<file path="src/hdl/cache_params.svh">
// Cache geometry macros: address, tag, index and offset widths, words per line and way count.
`ifndef CACHE_PARAMS_SVH
`define CACHE_PARAMS_SVH

//////////////////////////////
// Address split.
//////////////////////////////
`define CACHE_ADDR_W 16      // Byte address width of the 16-bit machine.
`define CACHE_TAG_W 6        // Upper address bits kept in each tag entry.
`define CACHE_INDEX_W 6      // Selects one of 64 sets.
`define CACHE_OFFSET_W 4     // Byte offset within a 16-byte line.

//////////////////////////////
// Line and set shape.
//////////////////////////////
`define CACHE_LINE_WORDS 8   // 16-bit words per line.
`define CACHE_WAYS 2         // Two-way set associative.

`endif

</file>
<file path="src/hdl/cache_pkg.sv">
// Cache package: data word, split address struct and tag entry struct.
`include "cache_params.svh"

package cache_pkg;

  // One machine word as it travels on both data buses.
  typedef logic [15:0] word_t;

  // Processor byte address as the cache sees it.
  typedef struct packed {
    logic [`CACHE_TAG_W-1:0]    tag;     // Compared against the stored tag.
    logic [`CACHE_INDEX_W-1:0]  index;   // Picks the set.
    logic [`CACHE_OFFSET_W-1:0] offset;  // Byte within the line, bit 0 unused for words.
  } cache_addr_t;

  // One line's bookkeeping in the tag array.
  typedef struct packed {
    logic [`CACHE_TAG_W-1:0] tag;  // Tag of the line held in this way.
    logic                    valid; // Line holds fetched data.
    logic                    lru;   // Set when this way is the one to evict next.
  } tag_entry_t;

endpackage

</file>
<file path="src/hdl/cache_lookup_if.sv">
// Lookup-to-fill interface with the lookup and fill modports.
`timescale 1ns/100ps

interface cache_lookup_if;

  // Lookup stage side.
  logic                   valid;     // A request sits in the lookup stage.
  cache_pkg::cache_addr_t addr;      // Captured request address.
  logic                   hit;       // One of the ways matched.
  logic                   hit_way;   // Matching way, meaningful when hit is set.
  logic                   evict_way; // LRU way of the set.

  // Fill controller side.
  logic                   done;      // Pulse that frees the lookup stage.
  logic                   tag_we;    // Pulse that installs the new tag in evict_way.
  logic                   lru_we;    // Pulse that updates the set's LRU bits.
  logic                   lru_way;   // Way that becomes most recently used.

  modport lookup (
    output valid, addr, hit, hit_way, evict_way,
    input  done, tag_we, lru_we, lru_way
  );

  modport fill (
    input  valid, addr, hit, hit_way, evict_way,
    output done, tag_we, lru_we, lru_way
  );

endinterface

</file>
<file path="src/hdl/cache_fill_ctrl.sv">
// Fill controller: miss FSM, word counter, memory address register and both handshakes.
`timescale 1ns/100ps
`include "cache_params.svh"

module cache_fill_ctrl (
  input  logic                     clk,
  input  logic                     rst,
  cache_lookup_if.fill             fill,
  input  logic                     cpu_req,
  output logic                     cpu_ack,
  output logic                     mem_req,
  output logic [`CACHE_ADDR_W-1:0] mem_addr,
  input  logic                     mem_ack,
  input  cache_pkg::word_t         mem_rdata,
  output logic                     data_we,
  output logic                     data_way,
  output logic [`CACHE_INDEX_W+$clog2(`CACHE_LINE_WORDS)-1:0] data_addr,
  output cache_pkg::word_t         data_wdata
);

  localparam int WORD_BITS = $clog2(`CACHE_LINE_WORDS);       // Word select within a line.
  localparam int STEP      = $bits(cache_pkg::word_t) / 8;    // Bytes per word.

  typedef enum logic [2:0] {
    IDLE, ISSUE, WAIT_ACK, WAIT_DROP, WRITE_TAG, RESPOND, RELEASE
  } fill_state_t;

  fill_state_t          state;  // Current FSM state.
  logic [WORD_BITS:0]   cnt;    // Words fetched so far, 0 to 8.
  logic                 miss_q; // Current request went through a line fill.
  logic                 start_fill; // Request just found to miss.

  assign start_fill = (state == IDLE) && fill.valid && !fill.hit;

  //////////////////////////////
  // Miss FSM.
  //////////////////////////////
  always_ff @(posedge clk) begin
    if (rst) begin
      state   <= IDLE;
      cnt     <= '0;
      miss_q  <= 1'b0;
      cpu_ack <= 1'b0;
    end else begin
      case (state)
        IDLE: begin
          if (fill.valid) begin
            miss_q <= !fill.hit;                        // Remember which path was taken.
            cnt    <= '0;                               // Fill starts at word 0.
            state  <= fill.hit ? RESPOND : ISSUE;
          end
        end
        ISSUE: state <= WAIT_ACK;                       // Request is up, now wait.
        WAIT_ACK: begin
          if (mem_ack) begin
            cnt   <= cnt + 1'b1;                        // Word captured this cycle.
            state <= WAIT_DROP;
          end
        end
        WAIT_DROP: begin
          if (!mem_ack) begin                           // Four-phase cycle closed.
            state <= (cnt == (WORD_BITS+1)'(`CACHE_LINE_WORDS)) ? WRITE_TAG : ISSUE;
          end
        end
        WRITE_TAG: state <= RESPOND;                    // Tag lands, read follows.
        RESPOND: begin
          if (!cpu_ack) begin
            cpu_ack <= 1'b1;                            // Read data is valid now.
          end else if (!cpu_req) begin
            cpu_ack <= 1'b0;                            // Processor saw the word.
            state   <= RELEASE;
          end
        end
        RELEASE: state <= IDLE;
        default: state <= IDLE;
      endcase
    end
  end

  //////////////////////////////
  // Memory side.
  //////////////////////////////
  always_ff @(posedge clk) begin
    if (start_fill) begin
      mem_addr <= {fill.addr.tag, fill.addr.index, {`CACHE_OFFSET_W{1'b0}}}; // Line base.
    end else if (data_we) begin
      mem_addr <= mem_addr + `CACHE_ADDR_W'(STEP);      // Next word of the line.
    end
  end

  assign mem_req    = (state == ISSUE) || (state == WAIT_ACK);
  assign data_we    = (state == WAIT_ACK) && mem_ack;   // mem_rdata is valid with ack.
  assign data_way   = fill.evict_way;
  assign data_addr  = {fill.addr.index, cnt[WORD_BITS-1:0]};
  assign data_wdata = mem_rdata;

  //////////////////////////////
  // Lookup stage controls.
  //////////////////////////////
  assign fill.tag_we  = (state == WRITE_TAG);
  // Hit path updates LRU together with the rising cpu_ack.
  assign fill.lru_we  = (state == WRITE_TAG) || ((state == RESPOND) && !cpu_ack && !miss_q);
  assign fill.lru_way = fill.hit ? fill.hit_way : fill.evict_way;
  assign fill.done    = (state == RELEASE);

  // A new word request waits until the previous acknowledge has dropped.
  a_req_after_ack : assert property (@(posedge clk) disable iff (rst)
    $rose(mem_req) |-> !$past(mem_ack))
    else $error("mem_req rose while mem_ack was still high");

  a_cnt_range : assert property (@(posedge clk) disable iff (rst)
    cnt <= (WORD_BITS+1)'(`CACHE_LINE_WORDS))
    else $error("word counter ran past the end of the line");

endmodule

</file>
<file path="src/flat_wrapper.sv">
// flat-port wrapper written by rule: the top's interface ports become plain ports
module cache_fill_ctrl_flat 
  (clk, rst, cpu_req, cpu_ack, mem_req, mem_addr, mem_ack, mem_rdata, data_we, data_way, data_addr, data_wdata, fill_valid, fill_addr, fill_hit, fill_hit_way, fill_evict_way, fill_done, fill_tag_we, fill_lru_we, fill_lru_way);
  cache_lookup_if fill_i ();
  input  logic clk;
  input  logic rst;
  input  logic cpu_req;
  output logic cpu_ack;
  output logic mem_req;
  output logic [`CACHE_ADDR_W-1:0] mem_addr;
  input  logic mem_ack;
  input  cache_pkg::word_t mem_rdata;
  output logic data_we;
  output logic data_way;
  output logic [`CACHE_INDEX_W+$clog2(`CACHE_LINE_WORDS)-1:0] data_addr;
  output cache_pkg::word_t data_wdata;
  input wire logic [$bits(fill_i.valid)-1:0] fill_valid;
  input wire logic [$bits(fill_i.addr)-1:0] fill_addr;
  input wire logic [$bits(fill_i.hit)-1:0] fill_hit;
  input wire logic [$bits(fill_i.hit_way)-1:0] fill_hit_way;
  input wire logic [$bits(fill_i.evict_way)-1:0] fill_evict_way;
  output wire logic [$bits(fill_i.done)-1:0] fill_done;
  output wire logic [$bits(fill_i.tag_we)-1:0] fill_tag_we;
  output wire logic [$bits(fill_i.lru_we)-1:0] fill_lru_we;
  output wire logic [$bits(fill_i.lru_way)-1:0] fill_lru_way;
  assign fill_i.valid = fill_valid;
  assign fill_i.addr = fill_addr;
  assign fill_i.hit = fill_hit;
  assign fill_i.hit_way = fill_hit_way;
  assign fill_i.evict_way = fill_evict_way;
  assign fill_done = fill_i.done;
  assign fill_tag_we = fill_i.tag_we;
  assign fill_lru_we = fill_i.lru_we;
  assign fill_lru_way = fill_i.lru_way;
  cache_fill_ctrl u_core (.clk(clk), .rst(rst), .fill(fill_i), .cpu_req(cpu_req), .cpu_ack(cpu_ack), .mem_req(mem_req), .mem_addr(mem_addr), .mem_ack(mem_ack), .mem_rdata(mem_rdata), .data_we(data_we), .data_way(data_way), .data_addr(data_addr), .data_wdata(data_wdata));
endmodule
</file>
<file path="config.mk">
export PLATFORM = sky130hd
export DESIGN_NAME = cache_fill_ctrl_flat
export DESIGN_NICKNAME = d
export VERILOG_FILES = /design/src/hdl/cache_pkg.sv /design/src/hdl/cache_lookup_if.sv /design/src/hdl/cache_fill_ctrl.sv /design/src/flat_wrapper.sv
export VERILOG_INCLUDE_DIRS = /design/src /design/src/hdl
export SDC_FILE = /design/constraint.sdc
export NUM_CORES = 1
export LEC_CHECK = 0
export ABC_CLOCK_PERIOD_IN_PS = 2220
export BUFFER_PORTS_ARGS = -buffer_cell sky130_fd_sc_hd__buf_2
export CORE_MARGIN = 2
export CORE_UTILIZATION = 44
export DETAILED_ROUTE_END_ITERATION = 7
export PLACE_DENSITY = 0.81
export SYNTH_ARGS = -nofsm -noshare
export SYNTH_HDL_FRONTEND = slang
export SYNTH_SLANG_ARGS = --single-unit
</file>
<file path="constraint.sdc">
create_clock -name clk -period 2.22 [get_ports clk]
set_clock_uncertainty 0.15 [all_clocks]
set_input_delay 0.222 -clock clk [delete_from_list [all_inputs] [get_ports clk]]
set_output_delay 0.222 -clock clk [all_outputs]
set_load 0.02 [all_outputs]
</file>
== Yosys cells after proc, flatten, opt, wreduce, memory -nomap -nowiden ==
Cells that the tools add are included.
Word-level totals
  bits in registers: 25
  input bits: 40
  output and inout port bits: 49
  logic and storage cells: 52
Cells by class
  muxes and demuxes: 16
  $add $sub $neg: 2
  reduce and logical (&&, ||, !) cells: 16
  equality and inequality tests: 12
Operator list (number)
  $mux W16: 2
  $mux W3: 7
  $pmux W3 S6: 1
  $add A16 B2 Y16 const B: 1
  $eq A3 B3 Y1 const B: 3
  $mux W4: 2
  $ne A2 B2 Y1 const B: 4
  $pmux W4 S2: 1
  $eq A3 B2 Y1 const B: 2
  $logic_and A1 B1 Y1: 5
  $reduce_and A5 Y1: 1
  $add A4 B1 Y4 const B: 1
  $eq A4 B4 Y1 const B: 1
  $reduce_bool A2 Y1: 2
  $eq A3 B1 Y1 const B: 1
  $logic_not A1 Y1: 3
  $logic_not A3 Y1: 1
  $mux W1: 3
  $reduce_and A3 Y1: 1
  $logic_or A1 B1 Y1: 2
  $ne A2 B1 Y1 const B: 1
  $reduce_and A2 Y1: 1

== Logic depth before layout (Yosys ltp) ==
Gate-level depths: netlist (run 1).
  word-level depth: 4
  gate-level depth with buffers: 6
  depth with buffers taken out: 6

== Least setup slack after synthesis (run 1) ==
Ideal clock, no wire load.
  path kind: reg2reg
  start: register u_core.mem_addr[3]
  end: register u_core.mem_addr[13] (data pin)
  arrival time: 1442 ps
  cell stages (with the launch flop): 5
  data required time: 1935 ps
  buffers on the path: 0
  period minus slack after synthesis: 1727 ps
  library setup time: 135 ps
  setup slack: 493 ps
  path through: dfxtp_1 > and4_4 > nand4_1 > or4_1 > nand3_1
Between the ends
  word-level cells in the longest chain between the ends: 3
Ends and longest elaborated chain
  start, declared: line cache_fill_ctrl.sv:12  | output logic [`CACHE_ADDR_W-1:0] mem_addr,
  start signal, assigned: line cache_fill_ctrl.sv:85  | mem_addr <= {fill.addr.tag, fill.addr.index, {`CACHE_OFFSET_W{1'b0}}};
  start signal, assigned: line cache_fill_ctrl.sv:87  | mem_addr <= mem_addr + `CACHE_ADDR_W'(STEP);
  $add A16 B2 Y16: line cache_fill_ctrl.sv:87
  $mux W16: line cache_fill_ctrl.sv:86  | end else if (data_we) begin
  $mux W16: line cache_fill_ctrl.sv:84  | if (start_fill) begin
Every way passes these cells. The select of a mux whose other input is x is not followed.
A chain may end at the register's enable or synchronous reset.

== Worst setup path in the final report (run 1) ==
  start: register u_core.state[1]
  end: output data_we
Between the ends
  word-level cells in the longest chain between the ends: 2
Ends and longest elaborated chain
  start, declared: line cache_fill_ctrl.sv:28  | fill_state_t state;
  start signal, assigned: line cache_fill_ctrl.sv:50  | state <= fill.hit ? RESPOND : ISSUE;
  start signal, assigned: line cache_fill_ctrl.sv:62  | state <= (cnt == (WORD_BITS+1)'(`CACHE_LINE_WORDS)) ? WRITE_TAG : ISSUE;
  $eq A3 B2 Y1: line cache_fill_ctrl.sv:92  | assign data_we = (state == WAIT_ACK) && mem_ack;
  $logic_and A1 B1 Y1: line cache_fill_ctrl.sv:92
  end, declared: line flat_wrapper.sv:13  | output logic data_we;
Every way passes these cells.

==> qor.csv, run 1 <==
metric,value,unit
status,"complete, no violations",
Final Power,1.61,mW
routed vias/inst,5.18,
Worst-Margin Slew,0.514,ns
final WL,3.22,mm
vias in the first global route,1146,
library cells used by synthesis,43,
count of final hold-check violations,0,
critical path class,reg2out,
Synth Warn #,0,
Adder-Cell Fraction of Synth Area,0.0235,
Placer Congestion,0.789,
Clock Pin Slew Worst Setup and Hold Paths,0.14,ns
row cnt,21,
logic gate share of total power,0.399,
"Top FF cell, synth",edfxtp_1,
Compound-Gate Fraction of Synth Area,0.106,
Max Freq,0.496,GHz
power density cells,916,nW/um^2
final design utilization,0.515,
Diodes inserted,0,
dpl hpwl,2.36,mm
DR DRC count,0,
Cell Int Power,0.951,mW
antenna-violating nets left,0,
Setup TNS,0,ns
delay of the slowest critical-path stage,0.67,ns
1st-pass router iterations,6,
leakage,0.725,nW
Worst Path Arrival,1.65,ns
PortBufs,51,
Syn-to-layout area delta,10.4,%
pre-CTS WS,0.439,ns
largest family of logic cells by synthesized area,simple AND/OR/NAND/NOR gates,
endpoint class of the critical path,output port,
xor/xnor share of the synthesized area,0.0769,
first-pass GRT wire length,5.20,mm
"Seq/Total Area, Yosys",0.376,
WHS,0.0229,ns
Peak VDD IR,0.383,mV
Initial Util,0.467,
Inserted Clock Buffers,3,
critical-path cell list,"nand4bb_4, inv_2, buf_4, buf_2",
Synth area leader,edfxtp_1,
mux contribution to synthesized area,0.0133,
DP Area,1710,sq um
Setup Viol. Count Final,0,
full die area,4120,sq um
floorplan core area,3420,sq um
nets@finish,253,
1st-iter DRT viols,64,
"most common cell after layout, fill and taps aside",buf_2,
WL/cell,12.6,microns
largest net degree at the start of global routing,15,
Reg power frac,0.454,
root buffer cell,clkbuf_4,
Post-Synth Simple-Gate Area,0.247,
Crit Path Max Fanout,14,
slowest CP cell,dfxtp_1,
most frequent cells in the layout,"51 x buf_2, 25 x nand2_1, 14 x nor2_1",
Hold/Removal Path Class,in2reg,
Mean Syn Cell Area,8.81,sq um
clock share of power,0.147,
CTS max path bufs,2,
post-synthesis instance total,181,
num ports,89,
number of flops mapped to enable cells by yosys,12,
initial antenna violation count,0,
min Tclk post-route,2.02,ns
layout cell share with drive strength beyond 1,0.321,
RSZ-0062 raised after global routing,false,
die width,64.2,microns
# H-tree levels,1,
Switching Fraction,0.411,
register area,601,sq um
max_cap viols,0,
fin cells,255,
Clock Latency Late Sink,0.31,ns
multi-input logic area,748,sq um
CTS tree,built,
NetSw,0.663,mW
Syn Nets,224,
synthesized area,1600,sq um
DR vias,1322,
Slew HR,0.657,
fillers,349,
#FFs+latches synth,24,
total gr overflow,0,
Startpoint Class,register,
ys async rst share,0,
period utilization,0.909,
Synth area leaders,"edfxtp_1 23%, dfxtp_1 15%, buf_4 13%, nand2_1 5.9%, xor2_1 4.9%",
Final Cell Area,1760,sq um
Final Worst Setup Slack,0.202,ns
GRT Overall Usage,0.159,
CTS sink count,24,
chip height,64.2,microns
Synth top area share,0.226,
data required time of the critical path,1.85,ns
Max Slew Vio Count,0,
Inst Count DP,250,
## sequential cells by signal, indices dropped and copies added, names as in the netlist
signal / cells
u_core.cnt: 4
u_core.cpu_ack: 1
u_core.mem_addr: 15
u_core.miss_q: 1
u_core.state: 3
## cells in the mapped netlist (all sizes together) (2+ instances only)
library cell	number
nand2b	3
clkbuf	2
nor3	3
inv	4
a31oi	2
nor2b	2
dfxtp	12
ha	3
buf	31
or4	2
xnor2	5
edfxtp	12
a21oi	2
nand3	8
or2	2
xor2	9
o211ai	2
o21ai	12
nor2	14
nor4	2
nand2	25
nand4	6
## layer usage
| layer | track usage | share of wire |
|---|---|---|
| met5 | 0 | 0 |
| met4 | 0.0665 | 0.0084 |
| met3 | 0.0194 | 0.065 |
| met2 | 0.249 | 0.47 |
| met1 | 0.221 | 0.46 |
## repair_timing
action	in CTS	in global routing
hold buffers	1	0
resized for setup	0	0
buffers inserted	0	0
endpoints found under the hold margin	1	0
## cell families (layout without fill, tap and decap cells)
group,Yosys count,in the layout
simple gates,73,73
buf+inv,37,65
compound gates,27,27
flops,24,24
xor+xnor,14,14
fa+ha+maj,3,3
mux,2,2
other cells,1,1
## worst max-delay path, delay by kind of cell (launching register included)
family                 cells  cell delay (ns)
DFF                        1             0.67
buffers and inverters      3             0.43
and+or+nand+nor            1             0.23
## path summary, 6_finish.rpt
path	cells after the start	slack, ns	endpoint	start
worst min-delay path	3	0.02	u_core.mem_addr[11]	fill_addr[11]
worst max register to register	3	0.41	u_core.mem_addr[15]	u_core.state[1]
worst max-delay path	4	0.20	data_we	u_core.state[1]
worst min register to register	2	0.37	u_core.miss_q	u_core.miss_q
## power groups by stage
| stage | clock [mW] | combinational (mW) | sequential [mW] |
|---|---|---|---|
| finish | 0.237 | 0.644 | 0.733 |
| global route | 0.263 | 0.708 | 0.755 |
| CTS | 0.241 | 0.648 | 0.731 |
| detailed placement | 0 | 0.644 | 0.741 |
| global placement | 0 | 0.634 | 0.739 |
| floorplan | 0 | 0.452 | 0.773 |
## area by class of cell
class,count,share of cell area
tap,46,0.0327
sequential,24,0.341
clock buffer,4,0.0206
multi-input combinational,120,0.425
timing repair buffer,57,0.172
inverter,4,0.00853
Power figures use the tool's default switching activity.
==> run 2: changes to the inputs <==
Settings changed: CTS_BUF_LIST set to sky130_fd_sc_hd__clkbuf_8 sky130_fd_sc_hd__clkbuf_16.
==> run 2 against run 1 <==
Compared with the run above:
- via count down 1.4%
- largest power group unchanged
- cell count down 0.39%
- highest routed layer unchanged
- first-iteration DRC count down 6.3%
- design area up 0.50%
- clock power up 27%
- routed wire length down 0.65%
- global-route usage down 0.15 points
==> qor.csv, run 2 (synthesized netlist as in run 1, its figures left out) <==
metric,value,unit,change
leakage,0.728,nW,was 0.725 nW
critical path class,reg2out,,unchanged
Diodes inserted,0,,unchanged
hold_buf cts,0,,was 1
Largest Register,u_core.mem_addr,,unchanged
endpoint class of the critical path,output port,,unchanged
final design utilization,0.518,,was 0.515
PortBufs,51,,unchanged
fin cells,254,,was 255
WL/cell,12.6,microns,about the same
first-pass GRT wire length,5.14,mm,was 5.20 mm
fillers,350,,was 349
Worst Setup SP,u_core.state[1],,unchanged
postcts setup bufs,0,,unchanged
floorplan core area,3420,sq um,unchanged
CTS tree,built,,unchanged
Clock Latency Late Sink,0.26,ns,was 0.31 ns
Initial Util,0.467,,unchanged
Syn-to-layout area delta,10.9,%,was 10.4%
Placer Congestion,0.789,,unchanged
cts repair resizes,0,,unchanged
number of flip-flops in the largest register,15,,unchanged
full die area,4120,sq um,unchanged
1st-iter DRT viols,60,,was 64
register area,601,sq um,unchanged
Hold/Removal Path Class,in2reg,,unchanged
Crit Path Max Fanout,14,,unchanged
DR vias,1304,,was 1322
CTS sink count,24,,unchanged
Setup Viol. Count Final,0,,unchanged
DP Area,1710,sq um,unchanged
largest net degree at the start of global routing,15,,unchanged
count of final hold-check violations,0,,unchanged
DR DRC count,0,,unchanged
# H-tree levels,1,,unchanged
dpl hpwl,2.36,mm,unchanged
vias in the first global route,1124,,was 1146
Worst Path Arrival,1.58,ns,was 1.65 ns
max_cap viols,0,,unchanged
antenna-violating nets left,0,,unchanged
slowest CP cell,dfxtp_1,,unchanged
Final Cell Area,1770,sq um,was 1760 sq um
nets@finish,252,,was 253
num ports,89,,unchanged
power density cells,947,nW/um^2,was 916 nW/um^2
routed vias/inst,5.13,,was 5.18
Slew HR,0.655,,was 0.657
WHS,0.0343,ns,was 0.0229 ns
origin of the critical flop-to-flop path,u_core.state[1],,unchanged
Peak VDD IR,0.381,mV,was 0.383 mV
Worst-Margin Slew,0.517,ns,was 0.514 ns
data required time of the critical path,1.85,ns,about the same
1st-pass router iterations,6,,unchanged
Max Freq,0.513,GHz,was 0.496 GHz
min Tclk post-route,1.95,ns,was 2.02 ns
Clock Pin Slew Worst Setup and Hold Paths,0.09,ns,was 0.14 ns
Top Registers,"u_core.mem_addr: 15 flops, u_core.cnt: 4 flops, u_core.state: 3 flops",,unchanged
chip height,64.2,microns,unchanged
CTS max path bufs,2,,unchanged
Setup TNS,0,ns,unchanged
"most common cell after layout, fill and taps aside",buf_2,,unchanged
die width,64.2,microns,unchanged
status,"complete, no violations",,unchanged
Startpoint Class,register,,unchanged
initial antenna violation count,0,,unchanged
Inserted Clock Buffers,3,,unchanged
GRT Overall Usage,0.157,,was 0.159
delay of the slowest critical-path stage,0.65,ns,was 0.67 ns
multi-input logic area,748,sq um,unchanged
RSZ-0062 raised after global routing,false,,unchanged
final WL,3.20,mm,was 3.22 mm
root buffer cell,clkbuf_8,,was clkbuf_4
most frequent cells in the layout,"51 x buf_2, 25 x nand2_1, 14 x nor2_1",,unchanged
period utilization,0.879,,was 0.909
row cnt,21,,unchanged
critical-path cell list,"nand4bb_4, inv_2, buf_4, buf_2",,unchanged
Inst Count DP,250,,unchanged
min-delay src,fill_hit,,was fill_addr[11]
layout cell share with drive strength beyond 1,0.322,,was 0.321
total gr overflow,0,,unchanged
Max Slew Vio Count,0,,unchanged
-- run 2: cell types whose count changed in the layout (fill, tap and decap cells not counted), sizes merged --
cell / before / now
dlygate4sd3: 1 / 0
-- run 2: where the power goes --
part / internal, mW / total (mW) / switching (mW) / leakage [nW]
logic: 0.264 / 0.642 / 0.378 / 0.487
clock network: 0.158 / 0.301 / 0.143 / 0.0288
registers: 0.586 / 0.731 / 0.146 / 0.213
-- run 2: worst paths after layout --
| path | end | slack [ns] | depth (start not counted) |
|---|---|---|---|
| worst min register to register | u_core.miss_q | 0.36 | 2 |
| worst max register to register | u_core.mem_addr[15] | 0.42 | 3 |
| worst min-delay path | u_core.miss_q | 0.03 | 2 |
| worst max-delay path | data_we | 0.27 | 4 |
-- run 2: worst max-delay path: cells and delay by family (launching register included) --
kind	cells	cell delay, ns
buffers and inverters	3	0.43
DFF	1	0.65
and+or+nand+nor	1	0.23
-- run 2: per-stage QoR --
step	worst slack, ns	total power [mW]
after floorplan	0.493	1.22
after global placement	0.446	1.37
after detailed placement	0.439	1.39
after CTS	0.265	1.68
after global routing	0.147	1.79
final	0.269	1.67
-- run 2: metal layers --
layer / GRT usage / up-vias / wire length, microns
met5: 0 / - / 0
met4: 0.0665 / 0 / 42
met3: 0.0194 / 2 / 178
met2: 0.247 / 32 / 1500
met1: 0.218 / 610 / 1480
li1: - / 660 / -
-- run 2: final cells by class --
class | count | share of cell area
multi-input cells | 120 | 0.423
flip-flops and latches | 24 | 0.339
repair buffers | 56 | 0.165
well taps | 46 | 0.0325
clock buffers | 4 | 0.0311
inverters | 4 | 0.00849
